==> src/design/wb_ic_pkg.sv <==
/* Widths, target ids and memory map of the 3x3 Wishbone interconnect.
   Regions not listed here decode to slave 0. */
`default_nettype none

package wb_ic_pkg;

  // ------------------------------------------------------------------
  // Bus widths
  // ------------------------------------------------------------------
  localparam int WB_AW     = 32;
  localparam int WB_DW     = 32;
  localparam int WB_SW     = 4;
  localparam int GLBL_AW   = 8;
  localparam int N_MASTERS = 3;

  typedef logic [WB_AW-1:0]   wb_addr_t;
  typedef logic [WB_DW-1:0]   wb_data_t;
  typedef logic [WB_SW-1:0]   wb_sel_t;
  typedef logic [GLBL_AW-1:0] glbl_addr_t;
  typedef logic [1:0]         tid_t;

  // ------------------------------------------------------------------
  // Target ids and memory map
  // ------------------------------------------------------------------
  localparam tid_t TID_FLASH = 2'd0;
  localparam tid_t TID_SDRAM = 2'd1;
  localparam tid_t TID_GLBL  = 2'd2;

  // Top nibble of the address
  localparam logic [3:0] REGION_FLASH_LO = 4'h0;
  localparam logic [3:0] REGION_SPI_REG  = 4'h1;
  localparam logic [3:0] REGION_SDRAM    = 4'h2;

  // Upper half of the address for the global register block
  localparam logic [15:0] GLBL_PAGE = 16'h3000;

  // Arbiter and staging state machines
  typedef enum logic [1:0] {GNT_M0, GNT_M1, GNT_M2} gnt_t;
  typedef enum logic [1:0] {STG_IDLE, STG_BUSY, STG_RESP} stage_state_t;

endpackage

`default_nettype wire

==> src/design/wb_bus_if.sv <==
/* Internal Wishbone path carrying one request plus its target id.
   No err signal, slaves are assumed never to fail. */
`default_nettype none

interface wb_bus_if
  import wb_ic_pkg::*;
();

  // Request side
  wb_addr_t adr;
  wb_data_t dat_w;
  wb_sel_t  sel;
  logic     we;
  logic     cyc;
  logic     stb;
  // Decoded slave for this request
  tid_t     tid;

  // Response side
  wb_data_t dat_r;
  logic     ack;

  // Side that issues the request
  modport mst (
    output adr, dat_w, sel, we, cyc, stb, tid,
    input  dat_r, ack
  );

  // Side that answers it
  modport slv (
    input  adr, dat_w, sel, we, cyc, stb, tid,
    output dat_r, ack
  );

endinterface

`default_nettype wire

==> src/design/wb_arbiter.sv <==
/* Round-robin grant over three masters, registered.
   A grant is held for as long as the granted master keeps requesting. */
`default_nettype none

module wb_arbiter
  import wb_ic_pkg::*;
(
  input  logic                 clk_i,
  input  logic                 rst_n_i,
  input  logic [N_MASTERS-1:0] req_i,
  output gnt_t                 gnt_o
);

  gnt_t gnt_d;

  // ------------------------------------------------------------------
  // Next grant
  // ------------------------------------------------------------------
  // Search starts after the current owner and wraps around
  always_comb begin
    gnt_d = gnt_o;
    case (gnt_o)
      GNT_M0: begin
        if (!req_i[0]) begin
          if (req_i[1])      gnt_d = GNT_M1;
          else if (req_i[2]) gnt_d = GNT_M2;
        end
      end
      GNT_M1: begin
        if (!req_i[1]) begin
          if (req_i[2])      gnt_d = GNT_M2;
          else if (req_i[0]) gnt_d = GNT_M0;
        end
      end
      GNT_M2: begin
        if (!req_i[2]) begin
          if (req_i[0])      gnt_d = GNT_M0;
          else if (req_i[1]) gnt_d = GNT_M1;
        end
      end
      default: gnt_d = GNT_M0;
    endcase
  end

  // Grant register, m0 owns the bus after reset
  always_ff @(posedge clk_i) begin
    if (!rst_n_i) begin
      gnt_o <= GNT_M0;
    end else begin
      gnt_o <= gnt_d;
    end
  end

  // Encoding 3 must never be reached
  a_gnt_legal : assert property (@(posedge clk_i) disable iff (!rst_n_i)
    gnt_o inside {GNT_M0, GNT_M1, GNT_M2});

  // No master loses the bus in the middle of its transfer
  a_gnt_hold : assert property (@(posedge clk_i) disable iff (!rst_n_i)
    req_i[gnt_o] |=> $stable(gnt_o));

endmodule

`default_nettype wire

==> src/design/wb_master_mux.sv <==
/* Puts the granted master on the internal bus and decodes its target.
   Masters without the grant see zero data and no ack. */
`default_nettype none

module wb_master_mux
  import wb_ic_pkg::*;
(
  input  gnt_t     gnt_i,
  input  wb_addr_t m0_adr_i,
  input  wb_addr_t m1_adr_i,
  input  wb_addr_t m2_adr_i,
  input  wb_data_t m0_dat_i,
  input  wb_data_t m1_dat_i,
  input  wb_data_t m2_dat_i,
  input  wb_sel_t  m0_sel_i,
  input  wb_sel_t  m1_sel_i,
  input  wb_sel_t  m2_sel_i,
  input  logic     m0_we_i,
  input  logic     m1_we_i,
  input  logic     m2_we_i,
  input  logic     m0_cyc_i,
  input  logic     m1_cyc_i,
  input  logic     m2_cyc_i,
  input  logic     m0_stb_i,
  input  logic     m1_stb_i,
  input  logic     m2_stb_i,
  output wb_data_t m0_dat_o,
  output wb_data_t m1_dat_o,
  output wb_data_t m2_dat_o,
  output logic     m0_ack_o,
  output logic     m1_ack_o,
  output logic     m2_ack_o,
  wb_bus_if.mst    bus
);

  wb_addr_t mux_adr;

  // ------------------------------------------------------------------
  // Memory map decode
  // ------------------------------------------------------------------
  // Flash and SPI registers share slave 0, holes fall there too
  function automatic tid_t decode_tid(input wb_addr_t adr);
    tid_t tid;
    if (adr[31:28] == REGION_FLASH_LO || adr[31:28] == REGION_SPI_REG) begin
      tid = TID_FLASH;
    end else if (adr[31:28] == REGION_SDRAM) begin
      tid = TID_SDRAM;
    end else if (adr[31:16] == GLBL_PAGE) begin
      tid = TID_GLBL;
    end else begin
      tid = TID_FLASH;
    end
    return tid;
  endfunction

  // ------------------------------------------------------------------
  // Request mux
  // ------------------------------------------------------------------
  always_comb begin
    case (gnt_i)
      GNT_M1: begin
        mux_adr   = m1_adr_i;
        bus.dat_w = m1_dat_i;
        bus.sel   = m1_sel_i;
        bus.we    = m1_we_i;
        bus.cyc   = m1_cyc_i;
        bus.stb   = m1_stb_i;
      end
      GNT_M2: begin
        mux_adr   = m2_adr_i;
        bus.dat_w = m2_dat_i;
        bus.sel   = m2_sel_i;
        bus.we    = m2_we_i;
        bus.cyc   = m2_cyc_i;
        bus.stb   = m2_stb_i;
      end
      default: begin
        mux_adr   = m0_adr_i;
        bus.dat_w = m0_dat_i;
        bus.sel   = m0_sel_i;
        bus.we    = m0_we_i;
        bus.cyc   = m0_cyc_i;
        bus.stb   = m0_stb_i;
      end
    endcase
  end

  // Word access only, byte lanes come from sel
  assign bus.adr = {mux_adr[WB_AW-1:2], 2'b00};
  assign bus.tid = decode_tid(mux_adr);

  // Response goes back to the owner only
  assign m0_dat_o = (gnt_i == GNT_M0) ? bus.dat_r : '0;
  assign m1_dat_o = (gnt_i == GNT_M1) ? bus.dat_r : '0;
  assign m2_dat_o = (gnt_i == GNT_M2) ? bus.dat_r : '0;
  assign m0_ack_o = (gnt_i == GNT_M0) & bus.ack;
  assign m1_ack_o = (gnt_i == GNT_M1) & bus.ack;
  assign m2_ack_o = (gnt_i == GNT_M2) & bus.ack;

endmodule

`default_nettype wire

==> src/design/wb_stage.sv <==
/* One register stage between master and slave side, one transfer in flight.
   Master ack comes one cycle after slave ack and lasts one cycle. */
`default_nettype none

module wb_stage
  import wb_ic_pkg::*;
(
  input  logic  clk_i,
  input  logic  rst_n_i,
  wb_bus_if.slv up,
  wb_bus_if.mst dn
);

  stage_state_t state_q;
  logic         take_req;

  // New request accepted only when idle and not being acked
  assign take_req = (state_q == STG_IDLE) && up.cyc && up.stb && !up.ack;

  // ------------------------------------------------------------------
  // Control FSM
  // ------------------------------------------------------------------
  always_ff @(posedge clk_i) begin
    if (!rst_n_i) begin
      state_q  <= STG_IDLE;
      dn.cyc   <= 1'b0;
      dn.stb   <= 1'b0;
      up.ack   <= 1'b0;
      up.dat_r <= '0;
    end else begin
      case (state_q)
        STG_IDLE: begin
          if (take_req) begin
            dn.cyc  <= 1'b1;
            dn.stb  <= 1'b1;
            state_q <= STG_BUSY;
          end
        end
        STG_BUSY: begin
          // Slave may stretch this state as long as it likes
          if (dn.ack) begin
            dn.cyc   <= 1'b0;
            dn.stb   <= 1'b0;
            up.ack   <= 1'b1;
            up.dat_r <= dn.dat_r;
            state_q  <= STG_RESP;
          end
        end
        STG_RESP: begin
          // Single ack pulse toward the master
          up.ack  <= 1'b0;
          state_q <= STG_IDLE;
        end
        default: begin
          state_q <= STG_IDLE;
        end
      endcase
    end
  end

  // ------------------------------------------------------------------
  // Request payload
  // ------------------------------------------------------------------
  // Loaded once per transfer and held until the slave answers
  always_ff @(posedge clk_i) begin
    if (take_req) begin
      dn.adr   <= up.adr;
      dn.dat_w <= up.dat_w;
      dn.sel   <= up.sel;
      dn.we    <= up.we;
      dn.tid   <= up.tid;
    end
  end

  // Slave side sees a stable request until it acks
  a_dn_stable : assert property (@(posedge clk_i) disable iff (!rst_n_i)
    (dn.stb && !dn.ack) |=>
      $stable({dn.adr, dn.dat_w, dn.sel, dn.we, dn.tid}));

endmodule

`default_nettype wire

==> src/design/wb_slave_demux.sv <==
/* Routes the staged request to one slave by target id, others get zero.
   Slave 1 sees its top nibble cleared, slave 2 only 8 address bits. */
`default_nettype none

module wb_slave_demux
  import wb_ic_pkg::*;
(
  wb_bus_if.slv      bus,
  output wb_addr_t   s0_adr_o,
  output wb_addr_t   s1_adr_o,
  output glbl_addr_t s2_adr_o,
  output wb_data_t   s0_dat_o,
  output wb_data_t   s1_dat_o,
  output wb_data_t   s2_dat_o,
  output wb_sel_t    s0_sel_o,
  output wb_sel_t    s1_sel_o,
  output wb_sel_t    s2_sel_o,
  output logic       s0_we_o,
  output logic       s1_we_o,
  output logic       s2_we_o,
  output logic       s0_cyc_o,
  output logic       s1_cyc_o,
  output logic       s2_cyc_o,
  output logic       s0_stb_o,
  output logic       s1_stb_o,
  output logic       s2_stb_o,
  input  wb_data_t   s0_dat_i,
  input  wb_data_t   s1_dat_i,
  input  wb_data_t   s2_dat_i,
  input  logic       s0_ack_i,
  input  logic       s1_ack_i,
  input  logic       s2_ack_i
);

  logic hit0;
  logic hit1;
  logic hit2;

  // Id 3 is never decoded, treat it as flash
  assign hit0 = (bus.tid != TID_SDRAM) && (bus.tid != TID_GLBL);
  assign hit1 = (bus.tid == TID_SDRAM);
  assign hit2 = (bus.tid == TID_GLBL);

  // ------------------------------------------------------------------
  // Request fan-out
  // ------------------------------------------------------------------
  assign s0_adr_o = hit0 ? bus.adr : '0;
  assign s0_dat_o = hit0 ? bus.dat_w : '0;
  assign s0_sel_o = hit0 ? bus.sel : '0;
  assign s0_we_o  = hit0 & bus.we;
  assign s0_cyc_o = hit0 & bus.cyc;
  assign s0_stb_o = hit0 & bus.stb;

  // SDRAM offset within its region
  assign s1_adr_o = hit1 ? {4'h0, bus.adr[WB_AW-5:0]} : '0;
  assign s1_dat_o = hit1 ? bus.dat_w : '0;
  assign s1_sel_o = hit1 ? bus.sel : '0;
  assign s1_we_o  = hit1 & bus.we;
  assign s1_cyc_o = hit1 & bus.cyc;
  assign s1_stb_o = hit1 & bus.stb;

  // Global register file decodes a byte address only
  assign s2_adr_o = hit2 ? bus.adr[GLBL_AW-1:0] : '0;
  assign s2_dat_o = hit2 ? bus.dat_w : '0;
  assign s2_sel_o = hit2 ? bus.sel : '0;
  assign s2_we_o  = hit2 & bus.we;
  assign s2_cyc_o = hit2 & bus.cyc;
  assign s2_stb_o = hit2 & bus.stb;

  // ------------------------------------------------------------------
  // Response select
  // ------------------------------------------------------------------
  always_comb begin
    case (bus.tid)
      TID_SDRAM: begin
        bus.dat_r = s1_dat_i;
        bus.ack   = s1_ack_i;
      end
      TID_GLBL: begin
        bus.dat_r = s2_dat_i;
        bus.ack   = s2_ack_i;
      end
      default: begin
        bus.dat_r = s0_dat_i;
        bus.ack   = s0_ack_i;
      end
    endcase
  end

  // Never more than one slave strobed
  always_comb begin
    a_one_slave : assert ($onehot0({s0_stb_o, s1_stb_o, s2_stb_o}));
  end

endmodule

`default_nettype wire

==> src/design/wb_interconnect.sv <==
/* Shared-bus Wishbone classic interconnect, 3 masters to 3 slaves.
   Masters must drop stb for a cycle after each ack, no err signalling. */
`default_nettype none

module wb_interconnect
  import wb_ic_pkg::*;
(
  input  logic       clk_i,
  input  logic       rst_n_i,

  // Master 0, external host
  input  wb_addr_t   m0_adr_i,
  input  wb_data_t   m0_dat_i,
  input  wb_sel_t    m0_sel_i,
  input  logic       m0_we_i,
  input  logic       m0_cyc_i,
  input  logic       m0_stb_i,
  output wb_data_t   m0_dat_o,
  output logic       m0_ack_o,

  // Master 1, instruction fetch
  input  wb_addr_t   m1_adr_i,
  input  wb_data_t   m1_dat_i,
  input  wb_sel_t    m1_sel_i,
  input  logic       m1_we_i,
  input  logic       m1_cyc_i,
  input  logic       m1_stb_i,
  output wb_data_t   m1_dat_o,
  output logic       m1_ack_o,

  // Master 2, data access
  input  wb_addr_t   m2_adr_i,
  input  wb_data_t   m2_dat_i,
  input  wb_sel_t    m2_sel_i,
  input  logic       m2_we_i,
  input  logic       m2_cyc_i,
  input  logic       m2_stb_i,
  output wb_data_t   m2_dat_o,
  output logic       m2_ack_o,

  // Slave 0, SPI flash and SPI registers
  output wb_addr_t   s0_adr_o,
  output wb_data_t   s0_dat_o,
  output wb_sel_t    s0_sel_o,
  output logic       s0_we_o,
  output logic       s0_cyc_o,
  output logic       s0_stb_o,
  input  wb_data_t   s0_dat_i,
  input  logic       s0_ack_i,

  // Slave 1, SDRAM
  output wb_addr_t   s1_adr_o,
  output wb_data_t   s1_dat_o,
  output wb_sel_t    s1_sel_o,
  output logic       s1_we_o,
  output logic       s1_cyc_o,
  output logic       s1_stb_o,
  input  wb_data_t   s1_dat_i,
  input  logic       s1_ack_i,

  // Slave 2, global registers
  output glbl_addr_t s2_adr_o,
  output wb_data_t   s2_dat_o,
  output wb_sel_t    s2_sel_o,
  output logic       s2_we_o,
  output logic       s2_cyc_o,
  output logic       s2_stb_o,
  input  wb_data_t   s2_dat_i,
  input  logic       s2_ack_i
);

  wb_bus_if m_bus ();
  wb_bus_if s_bus ();

  gnt_t                 gnt;
  logic [N_MASTERS-1:0] m_req;

  // A master stops requesting in its ack cycle
  assign m_req = {m2_stb_i & ~m2_ack_o, m1_stb_i & ~m1_ack_o, m0_stb_i & ~m0_ack_o};

  // ------------------------------------------------------------------
  // Master side
  // ------------------------------------------------------------------
  wb_arbiter u_arbiter (
    .clk_i   (clk_i),
    .rst_n_i (rst_n_i),
    .req_i   (m_req),
    .gnt_o   (gnt)
  );

  wb_master_mux u_master_mux (
    .gnt_i    (gnt),
    .m0_adr_i (m0_adr_i),
    .m1_adr_i (m1_adr_i),
    .m2_adr_i (m2_adr_i),
    .m0_dat_i (m0_dat_i),
    .m1_dat_i (m1_dat_i),
    .m2_dat_i (m2_dat_i),
    .m0_sel_i (m0_sel_i),
    .m1_sel_i (m1_sel_i),
    .m2_sel_i (m2_sel_i),
    .m0_we_i  (m0_we_i),
    .m1_we_i  (m1_we_i),
    .m2_we_i  (m2_we_i),
    .m0_cyc_i (m0_cyc_i),
    .m1_cyc_i (m1_cyc_i),
    .m2_cyc_i (m2_cyc_i),
    .m0_stb_i (m0_stb_i),
    .m1_stb_i (m1_stb_i),
    .m2_stb_i (m2_stb_i),
    .m0_dat_o (m0_dat_o),
    .m1_dat_o (m1_dat_o),
    .m2_dat_o (m2_dat_o),
    .m0_ack_o (m0_ack_o),
    .m1_ack_o (m1_ack_o),
    .m2_ack_o (m2_ack_o),
    .bus      (m_bus.mst)
  );

  // Breaks the path between master mux and slave decode
  wb_stage u_stage (
    .clk_i   (clk_i),
    .rst_n_i (rst_n_i),
    .up      (m_bus.slv),
    .dn      (s_bus.mst)
  );

  // ------------------------------------------------------------------
  // Slave side
  // ------------------------------------------------------------------
  wb_slave_demux u_slave_demux (
    .bus      (s_bus.slv),
    .s0_adr_o (s0_adr_o),
    .s1_adr_o (s1_adr_o),
    .s2_adr_o (s2_adr_o),
    .s0_dat_o (s0_dat_o),
    .s1_dat_o (s1_dat_o),
    .s2_dat_o (s2_dat_o),
    .s0_sel_o (s0_sel_o),
    .s1_sel_o (s1_sel_o),
    .s2_sel_o (s2_sel_o),
    .s0_we_o  (s0_we_o),
    .s1_we_o  (s1_we_o),
    .s2_we_o  (s2_we_o),
    .s0_cyc_o (s0_cyc_o),
    .s1_cyc_o (s1_cyc_o),
    .s2_cyc_o (s2_cyc_o),
    .s0_stb_o (s0_stb_o),
    .s1_stb_o (s1_stb_o),
    .s2_stb_o (s2_stb_o),
    .s0_dat_i (s0_dat_i),
    .s1_dat_i (s1_dat_i),
    .s2_dat_i (s2_dat_i),
    .s0_ack_i (s0_ack_i),
    .s1_ack_i (s1_ack_i),
    .s2_ack_i (s2_ack_i)
  );

endmodule

`default_nettype wire

==> config.mk <==
export PLATFORM = sky130hd
export DESIGN_NAME = wb_interconnect
export DESIGN_NICKNAME = d
export VERILOG_FILES = /design/src/design/wb_ic_pkg.sv /design/src/design/wb_bus_if.sv /design/src/design/wb_arbiter.sv /design/src/design/wb_master_mux.sv /design/src/design/wb_stage.sv /design/src/design/wb_slave_demux.sv /design/src/design/wb_interconnect.sv
export SDC_FILE = /design/constraint.sdc
export NUM_CORES = 1
export LEC_CHECK = 0
export CAP_MARGIN = 40
export CORE_AREA = 2 2 231 233
export CTS_BUF_LIST = sky130_fd_sc_hd__clkbuf_2
export CTS_CLUSTER_SIZE = 20
export DETAILED_ROUTE_END_ITERATION = 8
export DIE_AREA = 0 0 233 235
export DONT_BUFFER_PORTS = 1
export PLACE_DENSITY = 0.3
export SYNTH_ARGS = -nofsm -noshare
export SYNTH_HDL_FRONTEND = slang
export SYNTH_SLANG_ARGS = --single-unit
export TNS_END_PERCENT = 100
==> constraint.sdc <==
create_clock -name clk_i -period 4.6 [get_ports clk_i]
set_input_delay 0.92 -clock clk_i [delete_from_list [all_inputs] [get_ports clk_i]]
set_output_delay 0.92 -clock clk_i [all_outputs]
set_load 0.005 [all_outputs]
==> results.md <==
| Item | Value |
| --- | --- |
| Post-cts resize count | 0 |
| Power density of the placed cells | 455 mW/mm² |
| Die H | 235 µm |
| Cell row count | 84 |
| Number of instances in the placed design | 1518 |
| Signed area change from the synthesized netlist to the final layout | 9.82% |
| Half-perimeter wire length after detailed placement | 24.0 mm |
| Area of the die | 0.0548 mm² |
| Run status | finished, final reports clean |
| CP startpoint kind | flip-flop |
| Async SR Flop Fraction | 0% |
| Share of final-layout standard cells stronger than drive strength 1 | 5.32% |
| WL/cell | 20.3 µm |
| Mapped Cells | 902 |
| Main combinational cell family by area after synthesis | simple AND/OR/NAND/NOR gates |
| Post-CTS Setup Repair Bufs | 0 |
| Initial Utilization | 14.4% |
| Synth Area per Inst | 8.32 µm² |
| Most used flip-flop cell after synthesis | sky130_fd_sc_hd__edfxtp_1 |
| Simple-Gate Fraction of Synth Area | 31.7% |
| Final worst-path setup slack | 1.08 ns |
| Share of synthesized area spent on multiplexers | 4.27% |
| Number of synthesized flops with an enable pin | 69 |
| Clock H-tree levels | 3 |
| Number of nets in the final layout | 1161 |
| Remaining number of nets flagged by the antenna check after routing | 0 |
| Critical path type | flip-flop to primary output |
| Vias | 6359 |
| Sequential element share of the synthesized area | 37.7% |
| Path type of the worst min-delay path | input pin to flip-flop |
| Max stage delay on crit path | 0.58 ns |
| Synthesized area | 0.00750 mm² |
| Max transition margin | 42.0% |
| Total setup violations reported at the end of the flow | 0 |
| Global-route wire length before repair | 42.9 mm |
| Max Fclk | 0.284 GHz |
| Post-Synth XOR/XNOR Area | 0% |
| Die X-Extent | 233 µm |
| Vias in the first global route | 6162 |
| Share of the core filled with cells | 15.8% |
| Post-placement setup slack | 1.48 ns |
| Sequence of cells on the critical path | inv_1, ha_4, buf_4, and2_1 |
| Root buffer selected by CTS | sky130_fd_sc_hd__clkbuf_2 |
| Flop and latch count out of synthesis | 107 |
| Top library cells by usage in the layout, fill and taps aside | sky130_fd_sc_hd__and2_1 (276), sky130_fd_sc_hd__nor2_1 (104), sky130_fd_sc_hd__a22oi_1 (99) |
| Share of the clock period used by the worst path | 76.5% |
| Actual transition at the worst max-transition pin | 0.869 ns |
| First DRT Iteration DRCs | 245 |
| Standby leakage power | 2.95 nW |
| TritonCTS clock tree | yes |
| Number of hold violations in the final report | 0 |
| Required time worst endpoint | 3.68 ns |
| Type of element capturing the critical path | primary output |
| Most area-consuming cells after synthesis | sky130_fd_sc_hd__edfxtp_1 (28%), sky130_fd_sc_hd__and2_1 (23%), sky130_fd_sc_hd__dfxtp_1 (10%), sky130_fd_sc_hd__a22oi_1 (9.9%), sky130_fd_sc_hd__nor2_1 (5.2%) |
| Non-filler instance count after layout | 1541 |
| Clock-pin transition on the worst setup and hold timing paths | 0.34 ns |
| Share of the synthesized area in the top cell type | 27.6% |
| CTS Sinks | 107 |
| Peak supply drop | 0.000182 V |
| First-pass iteration count of the detailed router | 5 |
| All-layer global routing usage | 10.8% |
| Total routed wirelength | 31.3 mm |
| I/O pin cnt | 602 |
| Accumulated negative setup slack | 0 ns |
| Leading cell type in the layout, fill and taps excluded | sky130_fd_sc_hd__and2_1 |
| Setup repair after global routing missed its margin | no |
| Number of buffers inserted by hold repair at cts | 0 |
| Post-layout power | 3.75 mW |
| Count of unresolved DRC violations after routing | 0 |
| Number of max-cap violations | 0 |
| TritonCTS Buffers | 9 |
| Clock buffer depth | 2 |
| Skew final | 0.0500 ns |
| Complex-gate fraction of the synthesized area | 18.6% |
| Per-cell via count in the routed design | 4.13 |
| Global-route congestion overflow total | 0 |
| Filler Cell Count | 5928 |
| Final Max Tran Viols | 0 |
| Adder and majority cell fraction of the synthesized area | 1.00% |
| Slowest cell on crit path | sky130_fd_sc_hd__ha_4 |
| Clock network latency to the later pin of the worst-skew pair | 0.77 ns |
| Number of buffers added on ports | 0 |
| Core Region | 0.0522 mm² |
| Antenna violations before repair | 5 |
| RD Place Congestion | 0.728 |
| Number of distinct standard cells referenced by the synthesized netlist | 37 |
| Min Clock Period, post-route | 3.52 ns |
| Synthesis Warnings | 0 |
| Data arrival time of the critical path | 2.60 ns |
| Highest net fanout along the worst path | 57 |
| Cell taking the most area after synthesis | sky130_fd_sc_hd__edfxtp_1 |
| Pin count of the biggest net entering global routing | 84 |
synthesized netlist by cell type, types with 2 or more instances:
library cell               number
sky130_fd_sc_hd__a21oi_1       72
sky130_fd_sc_hd__a21oi_2        2
sky130_fd_sc_hd__a22oi_1       99
sky130_fd_sc_hd__and2_1       276
sky130_fd_sc_hd__buf_1          3
sky130_fd_sc_hd__buf_2         24
sky130_fd_sc_hd__buf_4         17
sky130_fd_sc_hd__buf_6          2
sky130_fd_sc_hd__clkbuf_1      49
sky130_fd_sc_hd__dfxtp_1       38
sky130_fd_sc_hd__edfxtp_1      69
sky130_fd_sc_hd__ha_1           6
sky130_fd_sc_hd__inv_1          8
sky130_fd_sc_hd__mux2i_1       32
sky130_fd_sc_hd__nand2_1       39
sky130_fd_sc_hd__nand2b_1       3
sky130_fd_sc_hd__nor2_1       104
sky130_fd_sc_hd__nor2b_1        4
sky130_fd_sc_hd__nor3_1         2
sky130_fd_sc_hd__o211ai_1       2
sky130_fd_sc_hd__o21ai_0       33
sky130_fd_sc_hd__o21ai_1        2
sky130_fd_sc_hd__or3_1          2
power breakdown:
group / leakage (nW) / internal (mW) / switching, mW / total (mW)
logic: 1.94 / 0.593 / 1.23 / 1.82
registers: 0.948 / 1.34 / 0.147 / 1.49
clock network: 0.0677 / 0.0775 / 0.371 / 0.448
total: 2.95 / 2.01 / 1.74 / 3.75
through the flow:
| step | hold WS [ns] | area [µm²] |
|---|---|---|
| after floorplan | 0.449 | 7540 |
| after global placement | 0.522 | 8090 |
| after detailed placement | 0.525 | 8140 |
| after CTS | 0.118 | 8220 |
| after global routing | 0.125 | 8240 |
| final | 0.342 | 8240 |
layer usage:
layer	part of all wire (%)	up-vias	track usage, %
met4	2.8	2	4.50
met2	53	359	20.1
li1	-	2941	-
met5	0.042	-	0
met1	37	3013	11.1
met3	7.3	44	3.19
final cells by class:
class                           count  area, µm²  area share, %
Timing Repair Buffer               14        138           1.67
Multi-Input combinational cell    701       4270           51.8
Antenna cell                        7       17.5          0.213
Inverter                            8       31.3          0.380
Sequential cell                   107       2830           34.4
Clock inverter                      6       38.8          0.471
Tap cell                          688        861           10.4
Clock buffer                       10       50.0          0.607
flip-flops by register name, indices dropped and copies added, names as in the netlist:
signal and count:
u_stage.dn.tid 2, u_stage.dn.we 1, u_arbiter.gnt_o 2, u_stage.dn.adr 30
u_stage.up.dat_r 32, u_stage.state_q 2, u_stage.dn.cyc 1, u_stage.dn.sel 4
u_stage.up.ack 1, u_stage.dn.dat_w 32
kinds of logic after synthesis:
family,Yosys count
adders and majority gates,6
AOI/OAI and AO/OA,217
other,1
buffers and inverters,103
DFF,107
muxes,32
and+or+nand+nor,436
critical path, delay by kind of cell (launching register included):
kind          cells  cell delay (ns)
fa+ha+maj         1             0.58
buf+inv           2             0.54
flops             1             0.46
simple gates      1             0.29
worst paths after layout:
| path | start | end | slack (ns) | depth (start not counted) |
|---|---|---|---|---|
| worst min register to register | u_arbiter.gnt_o[1]$_SDFFE_PN0P_ | u_arbiter.gnt_o[1]$_SDFFE_PN0P_ | 0.55 | 2 |
| worst max register to register | u_arbiter.gnt_o[0]$_SDFFE_PN0P_ | u_stage.dn.tid[1]$_SDFFCE_PP0P_ | 1.39 | 8 |
| worst max-delay path | u_stage.dn.tid[0]$_SDFFCE_PP0P_ | s0_cyc_o | 1.08 | 4 |
| worst min-delay path | m0_dat_i[1] | u_stage.dn.dat_w[1]$_DFFE_PP_ | 0.34 | 2 |
Power figures use the tool's default switching activity.
